## src/rtl/cu_params.svh

```systemverilog
`ifndef CU_PARAMS_SVH
`define CU_PARAMS_SVH

// Instruction word
`define CU_ILEN       32

// Field positions inside the instruction word
`define CU_OPC_MSB    6
`define CU_OPC_LSB    0
`define CU_F3_MSB     14
`define CU_F3_LSB     12
`define CU_RS2_MSB    24
`define CU_RS2_LSB    20
`define CU_F7_MSB     31
`define CU_F7_LSB     25
`define CU_F12_MSB    31
`define CU_F12_LSB    20

// Maintenance channels, one per memory structure
`define CU_NUM_MAINT  3
`define CU_CH_L1TLB   0
`define CU_CH_L2TLB   1
`define CU_CH_DMSHR   2

`endif

```

## src/rtl/cu_isa_pkg.sv

```systemverilog
package cu_isa_pkg;

	// RV32 major opcodes seen by the control unit
	typedef enum logic [6:0] {
		OPC_LOAD     = 7'b0000011,
		OPC_MISC_MEM = 7'b0001111,
		OPC_STORE    = 7'b0100011,
		OPC_BRANCH   = 7'b1100011,
		OPC_JAL      = 7'b1101111,
		OPC_SYSTEM   = 7'b1110011
	} opcode_e;

	// Coarse class of an issued instruction
	typedef enum logic [2:0] {
		CLS_OTHER   = 3'd0,
		CLS_JUMP    = 3'd1,
		CLS_BRANCH  = 3'd2,
		CLS_LDST    = 3'd3,
		CLS_FENCE_I = 3'd4,
		CLS_SFENCE  = 3'd5,
		CLS_ECALL   = 3'd6,
		CLS_EBREAK  = 3'd7
	} instr_class_e;

	// MISC-MEM funct3 for FENCE.I
	localparam logic [2:0] F3_FENCE_I = 3'b001;

	// SYSTEM funct3 shared by ECALL, EBREAK and SFENCE.VMA
	localparam logic [2:0] F3_PRIV = 3'b000;

	localparam logic [6:0]  F7_SFENCE_VMA = 7'b0001001;
	localparam logic [11:0] F12_ECALL     = 12'h000;
	localparam logic [11:0] F12_EBREAK    = 12'h001;

endpackage

```

## src/rtl/cu_sys_pkg.sv

```systemverilog
package cu_sys_pkg;

	// Exception causes, numbered as in the privileged spec
	typedef enum logic [3:0] {
		E_I_ADDR_MISALIGNED  = 4'd0,
		E_I_ACCESS_FAULT     = 4'd1,
		E_ILLEGAL_INSTR      = 4'd2,
		E_LD_ADDR_MISALIGNED = 4'd4,
		E_LD_ACCESS_FAULT    = 4'd5,
		E_ST_ADDR_MISALIGNED = 4'd6,
		E_ST_ACCESS_FAULT    = 4'd7,
		E_I_PAGE_FAULT       = 4'd12,
		E_LD_PAGE_FAULT      = 4'd13,
		E_ST_PAGE_FAULT      = 4'd15
	} except_code_e;

	// How a structure is to be cleared
	typedef enum logic [1:0] {
		MT_NONE = 2'd0,
		MT_ALL  = 2'd1,
		MT_ASID = 2'd2
	} maint_type_e;

endpackage

```

## src/rtl/cu_ctrl_fsm.sv

```systemverilog
`timescale 1ns/1ps
`include "cu_params.svh"

module cu_ctrl_fsm (
	input  logic                      clk_i,
	input  logic                      rst_n_i,
	input  cu_isa_pkg::instr_class_e  cls_i,
	input  logic                      scoped_i,
	input  logic                      cls_valid_i,
	input  logic                      except_raised_i,
	input  cu_sys_pkg::except_code_e  except_code_i,
	input  logic                      all_done_i,
	output logic                      flush_o,
	output logic                      abort_o,
	output logic                      stall_o,
	output logic                      maint_req_o,
	output logic [`CU_NUM_MAINT-1:0]  maint_mask_o,
	output cu_sys_pkg::maint_type_e   maint_type_o
);
	import cu_isa_pkg::*;
	import cu_sys_pkg::*;

	typedef enum logic [2:0] {
		RESET,
		RUN,
		TRAP,
		MAINT,
		WAIT
	} state_e;

	state_e                   state_q;
	state_e                   state_d;
	logic                     env_flush_q;
	logic                     env_flush_d;
	logic [`CU_NUM_MAINT-1:0] mask_q;
	logic [`CU_NUM_MAINT-1:0] mask_d;
	maint_type_e              type_q;
	maint_type_e              type_d;
	except_code_e             code_q;
	logic [`CU_NUM_MAINT-1:0] tlb_mask;
	logic [`CU_NUM_MAINT-1:0] dmshr_mask;
	logic [`CU_NUM_MAINT-1:0] trap_mask;

	always_comb begin
		tlb_mask                = '0;
		tlb_mask[`CU_CH_L1TLB]  = 1'b1;
		tlb_mask[`CU_CH_L2TLB]  = 1'b1;
		dmshr_mask              = '0;
		dmshr_mask[`CU_CH_DMSHR] = 1'b1;
	end

	// Structures touched by each cause group
	always_comb begin
		case (code_q)
			E_I_ADDR_MISALIGNED, E_I_ACCESS_FAULT, E_I_PAGE_FAULT:
				trap_mask = tlb_mask;
			E_LD_ADDR_MISALIGNED, E_LD_ACCESS_FAULT, E_LD_PAGE_FAULT,
			E_ST_ADDR_MISALIGNED, E_ST_ACCESS_FAULT, E_ST_PAGE_FAULT:
				trap_mask = dmshr_mask;
			default:
				trap_mask = '0;
		endcase
	end

	always_comb begin
		state_d     = state_q;
		mask_d      = mask_q;
		type_d      = type_q;
		env_flush_d = 1'b0;
		case (state_q)
			RESET: state_d = WAIT;
			RUN: begin
				// Exceptions win over the decoded class
				if (except_raised_i) begin
					state_d = TRAP;
				end else if (cls_valid_i) begin
					case (cls_i)
						CLS_FENCE_I: begin
							state_d = MAINT;
							mask_d  = tlb_mask;
							type_d  = MT_ALL;
						end
						CLS_SFENCE: begin
							state_d = MAINT;
							mask_d  = '1;
							type_d  = scoped_i ? MT_ASID : MT_ALL;
						end
						CLS_ECALL, CLS_EBREAK: env_flush_d = 1'b1;
						default: state_d = RUN;
					endcase
				end
			end
			TRAP:    state_d = (|trap_mask) ? WAIT : RUN;
			MAINT:   state_d = WAIT;
			WAIT: begin
				if (all_done_i) begin
					state_d = RUN;
				end
			end
			default: state_d = RESET;
		endcase
	end

	always_ff @(posedge clk_i or negedge rst_n_i) begin
		if (!rst_n_i) begin
			state_q     <= RESET;
			env_flush_q <= 1'b0;
		end else begin
			state_q     <= state_d;
			env_flush_q <= env_flush_d;
		end
	end

	always_ff @(posedge clk_i) begin
		mask_q <= mask_d;
		type_q <= type_d;
		if (state_q == RUN && except_raised_i) begin
			code_q <= except_code_i;
		end
	end

	always_comb begin
		flush_o      = env_flush_q;
		abort_o      = 1'b0;
		stall_o      = (state_q != RUN);
		maint_req_o  = 1'b0;
		maint_mask_o = '0;
		maint_type_o = MT_NONE;
		case (state_q)
			RESET: begin
				flush_o      = 1'b1;
				maint_req_o  = 1'b1;
				maint_mask_o = '1;
				maint_type_o = MT_ALL;
			end
			TRAP: begin
				flush_o      = 1'b1;
				abort_o      = (code_q == E_ILLEGAL_INSTR);
				maint_req_o  = |trap_mask;
				maint_mask_o = trap_mask;
				maint_type_o = (|trap_mask) ? MT_ALL : MT_NONE;
			end
			MAINT: begin
				maint_req_o  = 1'b1;
				maint_mask_o = mask_q;
				maint_type_o = type_q;
			end
			default: maint_type_o = MT_NONE;
		endcase
	end

endmodule

```

## src/rtl/cu_top.sv

```systemverilog
`timescale 1ns/1ps
`include "cu_params.svh"

module cu_top (
	input  logic                     clk_i,
	input  logic                     rst_n_i,
	input  logic [`CU_ILEN-1:0]      instr_i,
	input  logic                     instr_valid_i,
	input  logic                     except_raised_i,
	input  cu_sys_pkg::except_code_e except_code_i,
	input  logic [`CU_NUM_MAINT-1:0] maint_done_i,
	output logic                     flush_o,
	output logic                     abort_o,
	output logic                     stall_o,
	output logic [`CU_NUM_MAINT-1:0] maint_busy_o,
	output cu_sys_pkg::maint_type_e  maint_type_o [`CU_NUM_MAINT]
);
	import cu_isa_pkg::*;
	import cu_sys_pkg::*;

	instr_class_e             cls;
	logic                     scoped;
	logic                     cls_valid;
	logic                     fsm_stall;
	logic                     maint_req;
	logic [`CU_NUM_MAINT-1:0] maint_mask;
	maint_type_e              req_type;
	logic                     all_done;

	instr_classifier u_classifier (
		.clk_i         (clk_i),
		.rst_n_i       (rst_n_i),
		.instr_i       (instr_i),
		.instr_valid_i (instr_valid_i),
		.stall_i       (fsm_stall),
		.cls_o         (cls),
		.scoped_o      (scoped),
		.cls_valid_o   (cls_valid)
	);

	cu_ctrl_fsm u_fsm (
		.clk_i           (clk_i),
		.rst_n_i         (rst_n_i),
		.cls_i           (cls),
		.scoped_i        (scoped),
		.cls_valid_i     (cls_valid),
		.except_raised_i (except_raised_i),
		.except_code_i   (except_code_i),
		.all_done_i      (all_done),
		.flush_o         (flush_o),
		.abort_o         (abort_o),
		.stall_o         (fsm_stall),
		.maint_req_o     (maint_req),
		.maint_mask_o    (maint_mask),
		.maint_type_o    (req_type)
	);

	// One clear channel per memory structure
	for (genvar k = 0; k < `CU_NUM_MAINT; k++) begin : g_chan
		maint_channel u_chan (
			.clk_i      (clk_i),
			.rst_n_i    (rst_n_i),
			.req_i      (maint_req & maint_mask[k]),
			.type_i     (req_type),
			.done_i     (maint_done_i[k]),
			.busy_o     (maint_busy_o[k]),
			.clr_type_o (maint_type_o[k])
		);
	end

	maint_join u_join (
		.clk_i      (clk_i),
		.rst_n_i    (rst_n_i),
		.busy_i     (maint_busy_o),
		.req_seen_i (maint_req),
		.all_done_o (all_done)
	);

	// Issue waits on the FSM and on every open clear
	assign stall_o = fsm_stall | (|maint_busy_o);

endmodule

```

## src/rtl/instr_classifier.sv

```systemverilog
`timescale 1ns/1ps
`include "cu_params.svh"

module instr_classifier (
	input  logic                     clk_i,
	input  logic                     rst_n_i,
	input  logic [`CU_ILEN-1:0]      instr_i,
	input  logic                     instr_valid_i,
	input  logic                     stall_i,
	output cu_isa_pkg::instr_class_e cls_o,
	output logic                     scoped_o,
	output logic                     cls_valid_o
);
	import cu_isa_pkg::*;

	opcode_e      opcode;
	logic [2:0]   funct3;
	logic [6:0]   funct7;
	logic [11:0]  funct12;
	logic [4:0]   rs2;
	instr_class_e cls_d;
	logic         take;

	assign opcode  = opcode_e'(instr_i[`CU_OPC_MSB:`CU_OPC_LSB]);
	assign funct3  = instr_i[`CU_F3_MSB:`CU_F3_LSB];
	assign funct7  = instr_i[`CU_F7_MSB:`CU_F7_LSB];
	assign funct12 = instr_i[`CU_F12_MSB:`CU_F12_LSB];
	assign rs2     = instr_i[`CU_RS2_MSB:`CU_RS2_LSB];

	// Strobes during a stall are dropped
	assign take = instr_valid_i & ~stall_i;

	always_comb begin
		cls_d = CLS_OTHER;
		case (opcode)
			OPC_JAL:             cls_d = CLS_JUMP;
			OPC_BRANCH:          cls_d = CLS_BRANCH;
			OPC_LOAD, OPC_STORE: cls_d = CLS_LDST;
			OPC_MISC_MEM: begin
				// Plain FENCE stays in CLS_OTHER
				if (funct3 == F3_FENCE_I) begin
					cls_d = CLS_FENCE_I;
				end
			end
			OPC_SYSTEM: begin
				if (funct3 == F3_PRIV) begin
					if (funct7 == F7_SFENCE_VMA) begin
						cls_d = CLS_SFENCE;
					end else if (funct12 == F12_ECALL) begin
						cls_d = CLS_ECALL;
					end else if (funct12 == F12_EBREAK) begin
						cls_d = CLS_EBREAK;
					end
				end
			end
			default: cls_d = CLS_OTHER;
		endcase
	end

	always_ff @(posedge clk_i or negedge rst_n_i) begin
		if (!rst_n_i) begin
			cls_valid_o <= 1'b0;
		end else begin
			cls_valid_o <= take;
		end
	end

	always_ff @(posedge clk_i) begin
		if (take) begin
			cls_o    <= cls_d;
			// Non-zero rs2 narrows SFENCE.VMA to one address space
			scoped_o <= (cls_d == CLS_SFENCE) && (rs2 != 5'd0);
		end
	end

endmodule

```

## src/rtl/maint_channel.sv

```systemverilog
`timescale 1ns/1ps

module maint_channel (
	input  logic                    clk_i,
	input  logic                    rst_n_i,
	input  logic                    req_i,
	input  cu_sys_pkg::maint_type_e type_i,
	input  logic                    done_i,
	output logic                    busy_o,
	output cu_sys_pkg::maint_type_e clr_type_o
);
	import cu_sys_pkg::*;

	// Clear level stays up until the structure answers
	always_ff @(posedge clk_i or negedge rst_n_i) begin
		if (!rst_n_i) begin
			busy_o     <= 1'b0;
			clr_type_o <= MT_NONE;
		end else if (req_i) begin
			busy_o     <= 1'b1;
			clr_type_o <= type_i;
		end else if (busy_o && done_i) begin
			busy_o     <= 1'b0;
			clr_type_o <= MT_NONE;
		end
	end

endmodule

```

## src/rtl/maint_join.sv

```systemverilog
`timescale 1ns/1ps
`include "cu_params.svh"

module maint_join (
	input  logic                     clk_i,
	input  logic                     rst_n_i,
	input  logic [`CU_NUM_MAINT-1:0] busy_i,
	input  logic                     req_seen_i,
	output logic                     all_done_o
);

	logic pending_q;

	// Busy flags rise one edge after the request, so the check starts then
	always_ff @(posedge clk_i or negedge rst_n_i) begin
		if (!rst_n_i) begin
			pending_q  <= 1'b0;
			all_done_o <= 1'b0;
		end else begin
			all_done_o <= 1'b0;
			if (req_seen_i) begin
				pending_q <= 1'b1;
			end else if (pending_q && !(|busy_i)) begin
				pending_q  <= 1'b0;
				all_done_o <= 1'b1;
			end
		end
	end

endmodule

```

## config.mk

```make
export PLATFORM = sky130hd
export DESIGN_NAME = cu_top
export DESIGN_NICKNAME = d
export VERILOG_FILES = /design/src/rtl/cu_isa_pkg.sv /design/src/rtl/cu_sys_pkg.sv /design/src/rtl/cu_ctrl_fsm.sv /design/src/rtl/cu_top.sv /design/src/rtl/instr_classifier.sv /design/src/rtl/maint_channel.sv /design/src/rtl/maint_join.sv
export VERILOG_INCLUDE_DIRS = /design/src /design/src/rtl
export SDC_FILE = /design/constraint.sdc
export NUM_CORES = 1
export LEC_CHECK = 0
export ABC_AREA = 1
export BUFFER_PORTS_ARGS = -buffer_cell sky130_fd_sc_hd__buf_2
export CORE_ASPECT_RATIO = 1.75
export CORE_MARGIN = 2
export CORE_UTILIZATION = 49
export DETAILED_ROUTE_END_ITERATION = 8
export PLACE_DENSITY = 0.79
export SYNTH_ARGS = -nofsm -noshare
export SYNTH_HDL_FRONTEND = slang
export SYNTH_SLANG_ARGS = --single-unit
export TNS_END_PERCENT = 30
```

## constraint.sdc

```tcl
create_clock -name clk_i -period 1.8 [get_ports clk_i]
set_input_delay 0.54 -clock clk_i [delete_from_list [all_inputs] [get_ports clk_i]]
set_output_delay 0.54 -clock clk_i [all_outputs]
set_load 0.02 [all_outputs]
```

Yosys cells after proc, flatten, opt, wreduce, memory -nomap -nowiden

Memories as Yosys holds them, arrays and structs flattened. A register that Yosys moved wholly into a read port is not among the register bits.
Cells that the tools add are included.

Input port bits: 43
Logic and storage cells: 114
Register bits: 29
Output and inout bits: 12
Memory bits (read-only): 48
Memories: 1

Equality and inequality tests: 23
Reductions and logical operators: 25
Muxes and demuxes: 42
Bitwise gates (word level): 7

Memories:

| memory          | depth | bits a word | read ports | clocked after Yosys merged registers in | write ports | line              | text |
|---|---|---|---|---|---|---|---|
| (no name shown) | 16    | 3           | 1          | 1                                       | 0           | cu_ctrl_fsm.sv:54 | `case (code_q)` |

Operator list:

| cell                  | number |
|---|---|
| $mux W3               | 9 |
| $eq A7 B7 Y1 const B  | 3 |
| $eq A3 B3 Y1 const B  | 6 |
| $mux W1               | 17 |
| $pmux W3 S5           | 1 |
| $eq A7 B4 Y1 const B  | 2 |
| $mux W2               | 7 |
| $eq A12 B1 Y1 const B | 1 |
| $logic_not A12 Y1     | 1 |
| $pmux W3 S2           | 2 |
| $pmux W3 S4           | 1 |
| $reduce_bool A2 Y1    | 5 |
| $reduce_or A2 Y1      | 5 |
| $pmux W3 S3           | 1 |
| $eq A7 B2 Y1 const B  | 1 |
| $eq A7 B6 Y1 const B  | 1 |
| $eq A3 B1 Y1 const B  | 2 |
| $eq A3 B2 Y1 const B  | 2 |
| $logic_and A1 B1 Y1   | 6 |
| $logic_not A3 Y1      | 2 |
| $ne A3 B3 Y1 const B  | 2 |
| $pmux W2 S3           | 1 |
| $reduce_or A3 Y1      | 2 |
| $reduce_bool A5 Y1    | 1 |
| other kinds (12)      | 16 |

Longest topological paths before layout

Gate-level depths: netlist of the first run.

Depth in word-level cells: 8
Depth in mapped cells: 10
Mapped depth without buffers: 10

Modules after synthesis

Synthesis of the first run repeated with hierarchy kept, for this count alone.

Cell total of the unflattened synthesis: 218
Area, all modules: 1,645.3 µm²

By module, submodules not included:

| module           | seq. area each (µm²) | instances | cells each | area an instance (µm²) |
|---|---|---|---|---|
| cu_ctrl_fsm      | 350.3                | 1         | 87         | 715.7 |
| instr_classifier | 145.1                | 1         | 73         | 466.7 |
| maint_channel    | 75.1                 | 3         | 13         | 116.4 |
| maint_join       | 50.0                 | 1         | 10         | 80.1 |
| cu_top           | 0.0                  | 1         | 9          | 33.8 |

Worst setup path after synthesis of the first run

Ideal clock, no wire load.

Path kind: register to register
From: register u_fsm.state_q[2]
To: register u_fsm.mask_q[2], enable pin
Buffers on the path: 0
Data arrival time: 1.193 ns
Library setup time: 0.344 ns
Data required time: 1.456 ns
Clock period less this slack: 1.537 ns
Cell stages (with the launch flop): 5
Setup slack: 0.263 ns
Cells stage by stage: dfrtp_1 nor3_4 inv_2 or2_4 nor4_2

Cells in the longest elaborated chain, start to end: 2

RTL lines:

| what                        | line               | text |
|---|---|---|
| start, declared             | cu_ctrl_fsm.sv:31  | `state_e state_q;` |
| start signal, assigned      | cu_ctrl_fsm.sv:109 | `state_q <= state_d;` |
| $eq A3 B1 Y1                | cu_ctrl_fsm.sv:70  | `case (state_q)` |
| $reduce_and A4 Y1 (no line) | -                  |  |
| end signal, assigned        | cu_ctrl_fsm.sv:115 | `mask_q <= mask_d;` |
| end, declared               | cu_ctrl_fsm.sv:35  | `` logic [`CU_NUM_MAINT-1:0] mask_q; `` |

No other way between the ends.
A chain may end at the register's enable or synchronous reset.

Final worst setup path of the first run

From: register u_fsm.state_q[2]
To: output flush_o

Cells in the longest elaborated chain, start to end: 3
Elaborated cells on any way between the ends: 4

RTL lines:

| what                                                    | line               | text |
|---|---|---|
| $eq A3 B2 Y1 / $logic_not A3 Y1 (equally long branches) | cu_ctrl_fsm.sv:129 | `case (state_q)` |
| $reduce_or A2 Y1 (no line) (*)                          | -                  |  |
| $mux W1 (*)                                             | cu_ctrl_fsm.sv:129 |  |
| end, declared                                           | cu_top.sv:12       | `output logic flush_o,` |

Every way passes the cells marked *; elsewhere a longest branch is shown, timed or not.

==> flow_summary.yaml, run 1 <==
route:
  dr.pass1.iters: 4
  wl_per_cell_um: 9.70
  postRouteWirelength_um: 2820
  met3_length_um: 141
  route.top_layer_used: "met4"
  met2RoutedLength_um: 1650
  drt_iter0_markers: 13
  count_of_unresolved_drc_violations_after_routing: 0
  routed-via-count: 1367
  m1WireLength_um: 937
  detail-route-antenna-nets: 0
  routed_via_density: 4.70
timing:
  finalClockSkew_ns: 0.00402
  min_period_over_period_pct: 97.5
  timing_hold_violations_final: 0
  post-route-min-period_ns: 1.75
  setup_repair_after_global_routing_missed_its_margin: "true"
  setup-violations-final: 0
  hold_slack_ns: 0.153
  drv_slew: 0
  maxClockFrequency_mhz: 570
  maxSlewHeadroom_pct: 75.2
  timing_worst_slew_pin_value_ns: 0.371
worst_hold_path:
  hold_path_class: "input port to async pin"
clock_network:
  clock_buffers_created_by_tritoncts: 5
  path_clk_slew_ns: 0.06
  ctsHoldBuffers: 0
  clock_tree_from_tritoncts: "yes"
  clkLatencyLatePin_ns: 0.29
  clockRootBuffer: "clkbuf_8"
  h_tree_level_count: 2
  sink_count_of_the_clock_tree: 29
  cts.path.max_buffers: 2
power:
  cell_pwr_density_nw_per_um2: 1180
  ir_drop_v: 0.000797
  p_leak_nw: 1.05
final_layout:
  final_cell_mix: "nand2_1 (52), buf_2 (43), inv_1 (35), nor2_1 (24), dfrtp_1 (14)"
  n_fill_cell: 274
  final_area_sq_um: 1950
  regArea_sq_um: 773
  antenna-diode-count: 0
  final_nets: 291
  multi_input_area_sq_um: 618
  final_layout_size_suffix_gt1_share_pct: 32.1
  area_growth_pct: 26.4
  final_common_cell: "nand2_1"
grt:
  grt_pass1_vias: 1284
  grt_max_degree: 17
  grt.overflow.total: 0
  antenna_found_initial: 0
  global_route_usage_sum_pct: 18.4
  grt_first_pass_wirelength_um: 4730
yosys:
  total_standard_cell_area_after_synthesis_sq_um: 1540
  syn_area_per_cell_sq_um: 7.81
  seq_area_frac_synth_pct: 50.1
  number_of_library_cell_types_mapped_by_synthesis: 27
  yosys_synthesis_warning_count: 0
  count_of_state_elements_after_synthesis: 29
  synth_fp_nets: 240
  syn-instance-count: 197
floorplan:
  die-area_sq_um: 3620
  die_width_um: 46.4
  io-pin-count: 55
  core_region_area_sq_um: 2960
  die_h_um: 78.1
  std_cell_rows: 26
  floorplan.initialDensity_pct: 52.0
status:
  status: "completed"
worst_setup_path:
  startpoint: "u_fsm.state_q[2]"
  timing.critical_path.fanout_max: 5
  reg2reg_setup_slack_ns: 0.15
  critPathRequiredTime_ns: 1.26
  endpoint_kind: "output port"
  crit_type: "flop to output port"
  setup.worst_path.start_class: "flop"
  reg2reg_from: "u_fsm.state_q[0]"
  critical_path_at_ns: 1.21
placement:
  portBuffers: 44
  place.gp.congestion: 0.802
  placed_standard_cell_area_sq_um: 1800
  hpwl_um: 2320
flow_run:
  drv.max_cap_violation_count: 0
[critical path: stages, from the launching register on]
cell	delay, ns
dfrtp_2	0.43
nor2_1	0.06
or2_2	0.27
buf_2	0.16
[flip-flops by register name (all words and copies together) (netlist names), 2 cells and up]
signal	flops
g_chan.u_chan.busy_o	3
g_chan.u_chan.clr_type_o	6
u_classifier.cls_o	3
u_fsm.code_q	4
u_fsm.state_q	3
u_fsm.trap_mask	2
u_fsm.type_q	2
[final cells by class]
cell class | instances | area share, %
clock buffer | 7 | 4.95
sequential | 29 | 39.7
multi-input combinational | 125 | 31.8
timing repair buffer | 47 | 12.8
tap | 42 | 2.70
inverter | 40 | 7.78
clock inverter | 1 | 0.257
[stage by stage]
step                TNS, ns  total power, mW  instances  util (%)  setup slack [ns]
floorplan                 0             1.50        197         -             0.263
global placement          0             1.66        281      60.7             0.144
detailed placement        0             1.68        281      60.7             0.121
CTS                       0             2.29        289      64.5           0.00275
global route        -0.0489             2.45        291      65.7           -0.0322
finish                    0             2.29        291      65.7            0.0450
[report_power, final]
group	switching [mW]	internal (mW)
logic	0.476	0.286
clock network	0.244	0.345
registers	0.118	0.826
total	0.838	1.46
[cell families after synthesis]
logic type             Yosys count  share of synthesized area (%)
and+or+nand+nor                111                           32.9
buffers and inverters           43                           11.3
DFF                             29                           50.1
AOI/OAI and AO/OA               14                           5.69
[what timing repair did]
item | 4_1_cts | 5_1_grt
resized for setup | 5 | 5
pin swaps | 0 | 2
endpoints found under the setup margin | 3 | 3
buffers inserted | 0 | 2
[per-layer routing]
| layer | up-vias | track usage, % |
|---|---|---|
| met1 | 606 | 15.0 |
| met4 | 0 | 11.4 |
| li1 | 711 | - |
| met5 | - | 0 |
| met2 | 45 | 34.2 |
| met3 | 5 | 5.52 |
[path summary, 6_finish.rpt]
| kind | to | depth (start not counted) |
|---|---|---|
| max | flush_o | 3 |
| min | u_join.pending_q | 1 |
| max reg2reg | u_fsm.type_q[0] | 6 |
| min reg2reg | g_chan[1].u_chan.clr_type_o[1] | 2 |
| max in group asynchronous | u_fsm.state_q[0] | 1 |
| min in group clk_i | u_fsm.code_q[1] | 1 |
[cell usage after synthesis (all sizes together)]
library cell | instances | area, sq um
dfxtp | 2 | 40.0
or2 | 3 | 23.8
nand4 | 3 | 18.8
o211ai | 1 | 7.51
clkinv | 1 | 5.00
nand2 | 56 | 225
nor2 | 28 | 110
o311ai | 1 | 8.76
dfrtp | 16 | 400
nor3 | 7 | 51.3
o21ai | 9 | 52.6
nand3 | 13 | 65.1
edfxtp | 11 | 330
inv | 39 | 146
nor4 | 1 | 12.5
a21oi | 3 | 18.8
buf | 3 | 22.5
No activity file was read; power rests on OpenSTA's default activity.
==> run 2: changes to the inputs <==
--- a/config.mk
+++ b/config.mk
@@ -8,11 +8,13 @@
 export LEC_CHECK = 0
 export ABC_AREA = 1
 export BUFFER_PORTS_ARGS = -buffer_cell sky130_fd_sc_hd__buf_2
+export CAP_MARGIN = 15
 export CORE_ASPECT_RATIO = 1.75
 export CORE_MARGIN = 2
-export CORE_UTILIZATION = 49
+export CORE_UTILIZATION = 51
+export CTS_BUF_LIST = sky130_fd_sc_hd__clkbuf_8
 export DETAILED_ROUTE_END_ITERATION = 8
-export PLACE_DENSITY = 0.79
+export PLACE_DENSITY = 0.82
 export SYNTH_ARGS = -nofsm -noshare
 export SYNTH_HDL_FRONTEND = slang
 export SYNTH_SLANG_ARGS = --single-unit
==> run 2 against run 1 <==
  * Via count rose by 2.4%
  * Sequential power rose by 1%
  * Global-route usage rose by 1.6 points
  * Worst setup slack improved by 0.0077 ns
  * Register-to-register slack got worse by 0.07 ns
  * Critical path type unchanged
  * Largest cell class unchanged
==> flow_summary.yaml, run 2 (synthesis gave the netlist of run 1 again) <==
floorplan:
  die_h_um: 76.7
  floorplan.initialDensity_pct: 53.2
  core_region_area_sq_um: 2900
  io-pin-count: 55
  std_cell_rows: 26
  die_width_um: 45.5
  die-area_sq_um: 3490
final_layout:
  final_common_cell: "nand2_1"
  post_layout_cell_count: 279
  regArea_sq_um: 773
  final_cell_mix: "nand2_1 (52), buf_2 (43), inv_1 (35), nor2_1 (24), dfrtp_1 (14)"
  antenna-diode-count: 0
  final_area_sq_um: 1950
  final_standard_cell_utilization_of_the_core_pct: 67.2
  final_nets: 293
  largest_register_ff_count: 6
  top_register: "g_chan.u_chan.clr_type_o"
  final_layout_size_suffix_gt1_share_pct: 32.7
  multi_input_area_sq_um: 621
  n_fill_cell: 267
  area_growth_pct: 26.4
  reg_top3: "g_chan.u_chan.clr_type_o: 6 flops, u_fsm.code_q: 4 flops"
timing:
  setup-violations-final: 0
  timing_worst_slew_pin_value_ns: 0.379
  finalClockSkew_ns: 0.00498
  drv_slew: 0
  post-route-min-period_ns: 1.75
  maxClockFrequency_mhz: 572
  maxSlewHeadroom_pct: 74.5
  timing_hold_violations_final: 0
  min_period_over_period_pct: 97.1
  hold_slack_ns: 0.163
clock_network:
  cts.path.max_buffers: 2
  sink_count_of_the_clock_tree: 29
  clkLatencyLatePin_ns: 0.28
  ctsHoldBuffers: 0
  clockRootBuffer: "clkbuf_8"
  path_clk_slew_ns: 0.06
  clock_buffers_created_by_tritoncts: 5
  clock_tree_from_tritoncts: "yes"
  h_tree_level_count: 2
grt:
  grt_max_degree: 17
  antenna_found_initial: 0
  grtUsageMet2_pct: 39.6
  grt.overflow.total: 0
  met1_track_demand_over_resource_pct: 15.1
  grt_pass1_vias: 1372
  gr-max-usage-layer: "met2"
  grt_first_pass_wirelength_um: 5090
  met3_usage_pct: 4.71
  global_route_usage_sum_pct: 20.0
placement:
  hpwl_um: 2430
  placed_cells: 267
  portBuffers: 44
  place.gp.congestion: 0.811
  placed_standard_cell_area_sq_um: 1780
power:
  p_leak_nw: 1.07
  cell_pwr_density_nw_per_um2: 1190
  clock_power_share_pct: 25.0
  power.share.combinational_pct: 33.9
  ir_drop_v: 0.000688
  net-switching-power_mw: 0.856
  cell_internal_pwr_mw: 1.47
  p_seq_share_pct: 41.2
  power.share.switching_pct: 36.8
route:
  postRouteWirelength_um: 2980
  routed-via-count: 1400
  wl_per_cell_um: 10.7
  drt_iter0_markers: 19
  routed_via_density: 5.02
  dr.pass1.iters: 4
  detail-route-antenna-nets: 0
  count_of_unresolved_drc_violations_after_routing: 0
status:
  status: "completed"
worst_setup_path:
  timing.critical_path.fanout_max: 4
  critPathRequiredTime_ns: 1.26
  setup.worst_path.start_class: "flop"
  endpoint_kind: "output port"
  critical_path_at_ns: 1.21
  crit_type: "flop to output port"
flow_run:
  drv.max_cap_violation_count: 0
worst_hold_path:
  hold_path_class: "input port to async pin"
-- run 2: routing by layer --
layer	share of wire (%)	vias up
met1	32	634
met5	0	-
met2	61	45
met3	4.4	5
li1	-	716
met4	2.7	0
-- run 2: through the flow --
stage	total power [mW]	setup slack, ns	TNS (ns)
final	2.32	0.0527	0
after CTS	2.30	0.00429	0
after detailed placement	1.68	0.132	0
after global routing	2.48	-0.0117	-0.0407
after floorplan	1.50	0.263	0
after global placement	1.66	0.161	0
-- run 2: power groups by stage --
stage	Clock, mW	Sequential [mW]	Combinational (mW)
finish	0.580	0.957	0.787
global placement	0	0.936	0.723
CTS	0.595	0.946	0.760
floorplan	0	0.948	0.551
global route	0.622	0.973	0.884
detailed placement	0	0.942	0.741
-- run 2: critical path: stages, from the launching register on --
cell and delay (ns):
dfrtp_2 0.41, inv_2 0.07, nor3_4 0.21, nand2_1 0.08, buf_2 0.16
-- run 2: repair_timing --
item / in CTS / in global routing
pin swaps: 2 / 2
buffers inserted: 1 / 3
resized for setup: 7 / 4
hold endpoints to repair: 0 / 0
endpoints found under the setup margin: 3 / 2
-- run 2: final cells by class --
cell class	instances	share of cell area [%]
timing repair buffer	49	13.6
sequential	29	39.7
clock buffer	7	4.95
multi-input combinational	125	31.9
inverter	40	7.78
clock inverter	1	0.257
tap	28	1.80
-- run 2: worst paths after layout --
| path | startpoint | to | slack [ns] | depth (start not counted) |
|---|---|---|---|---|
| min | rst_n_i | g_chan[0].u_chan.busy_o | 0.16 | 1 |
| min in group clk_i | maint_done_i[2] | g_chan[2].u_chan.busy_o | 0.45 | 2 |
| max reg2reg | u_fsm.state_q[0] | u_fsm.type_q[1] | 0.08 | 6 |
| min reg2reg | g_chan[0].u_chan.clr_type_o[0] | g_chan[0].u_chan.clr_type_o[0] | 0.49 | 2 |
| max | u_fsm.state_q[0] | stall_o | 0.05 | 4 |
| max in group asynchronous | rst_n_i | u_fsm.state_q[0] | 1.35 | 1 |
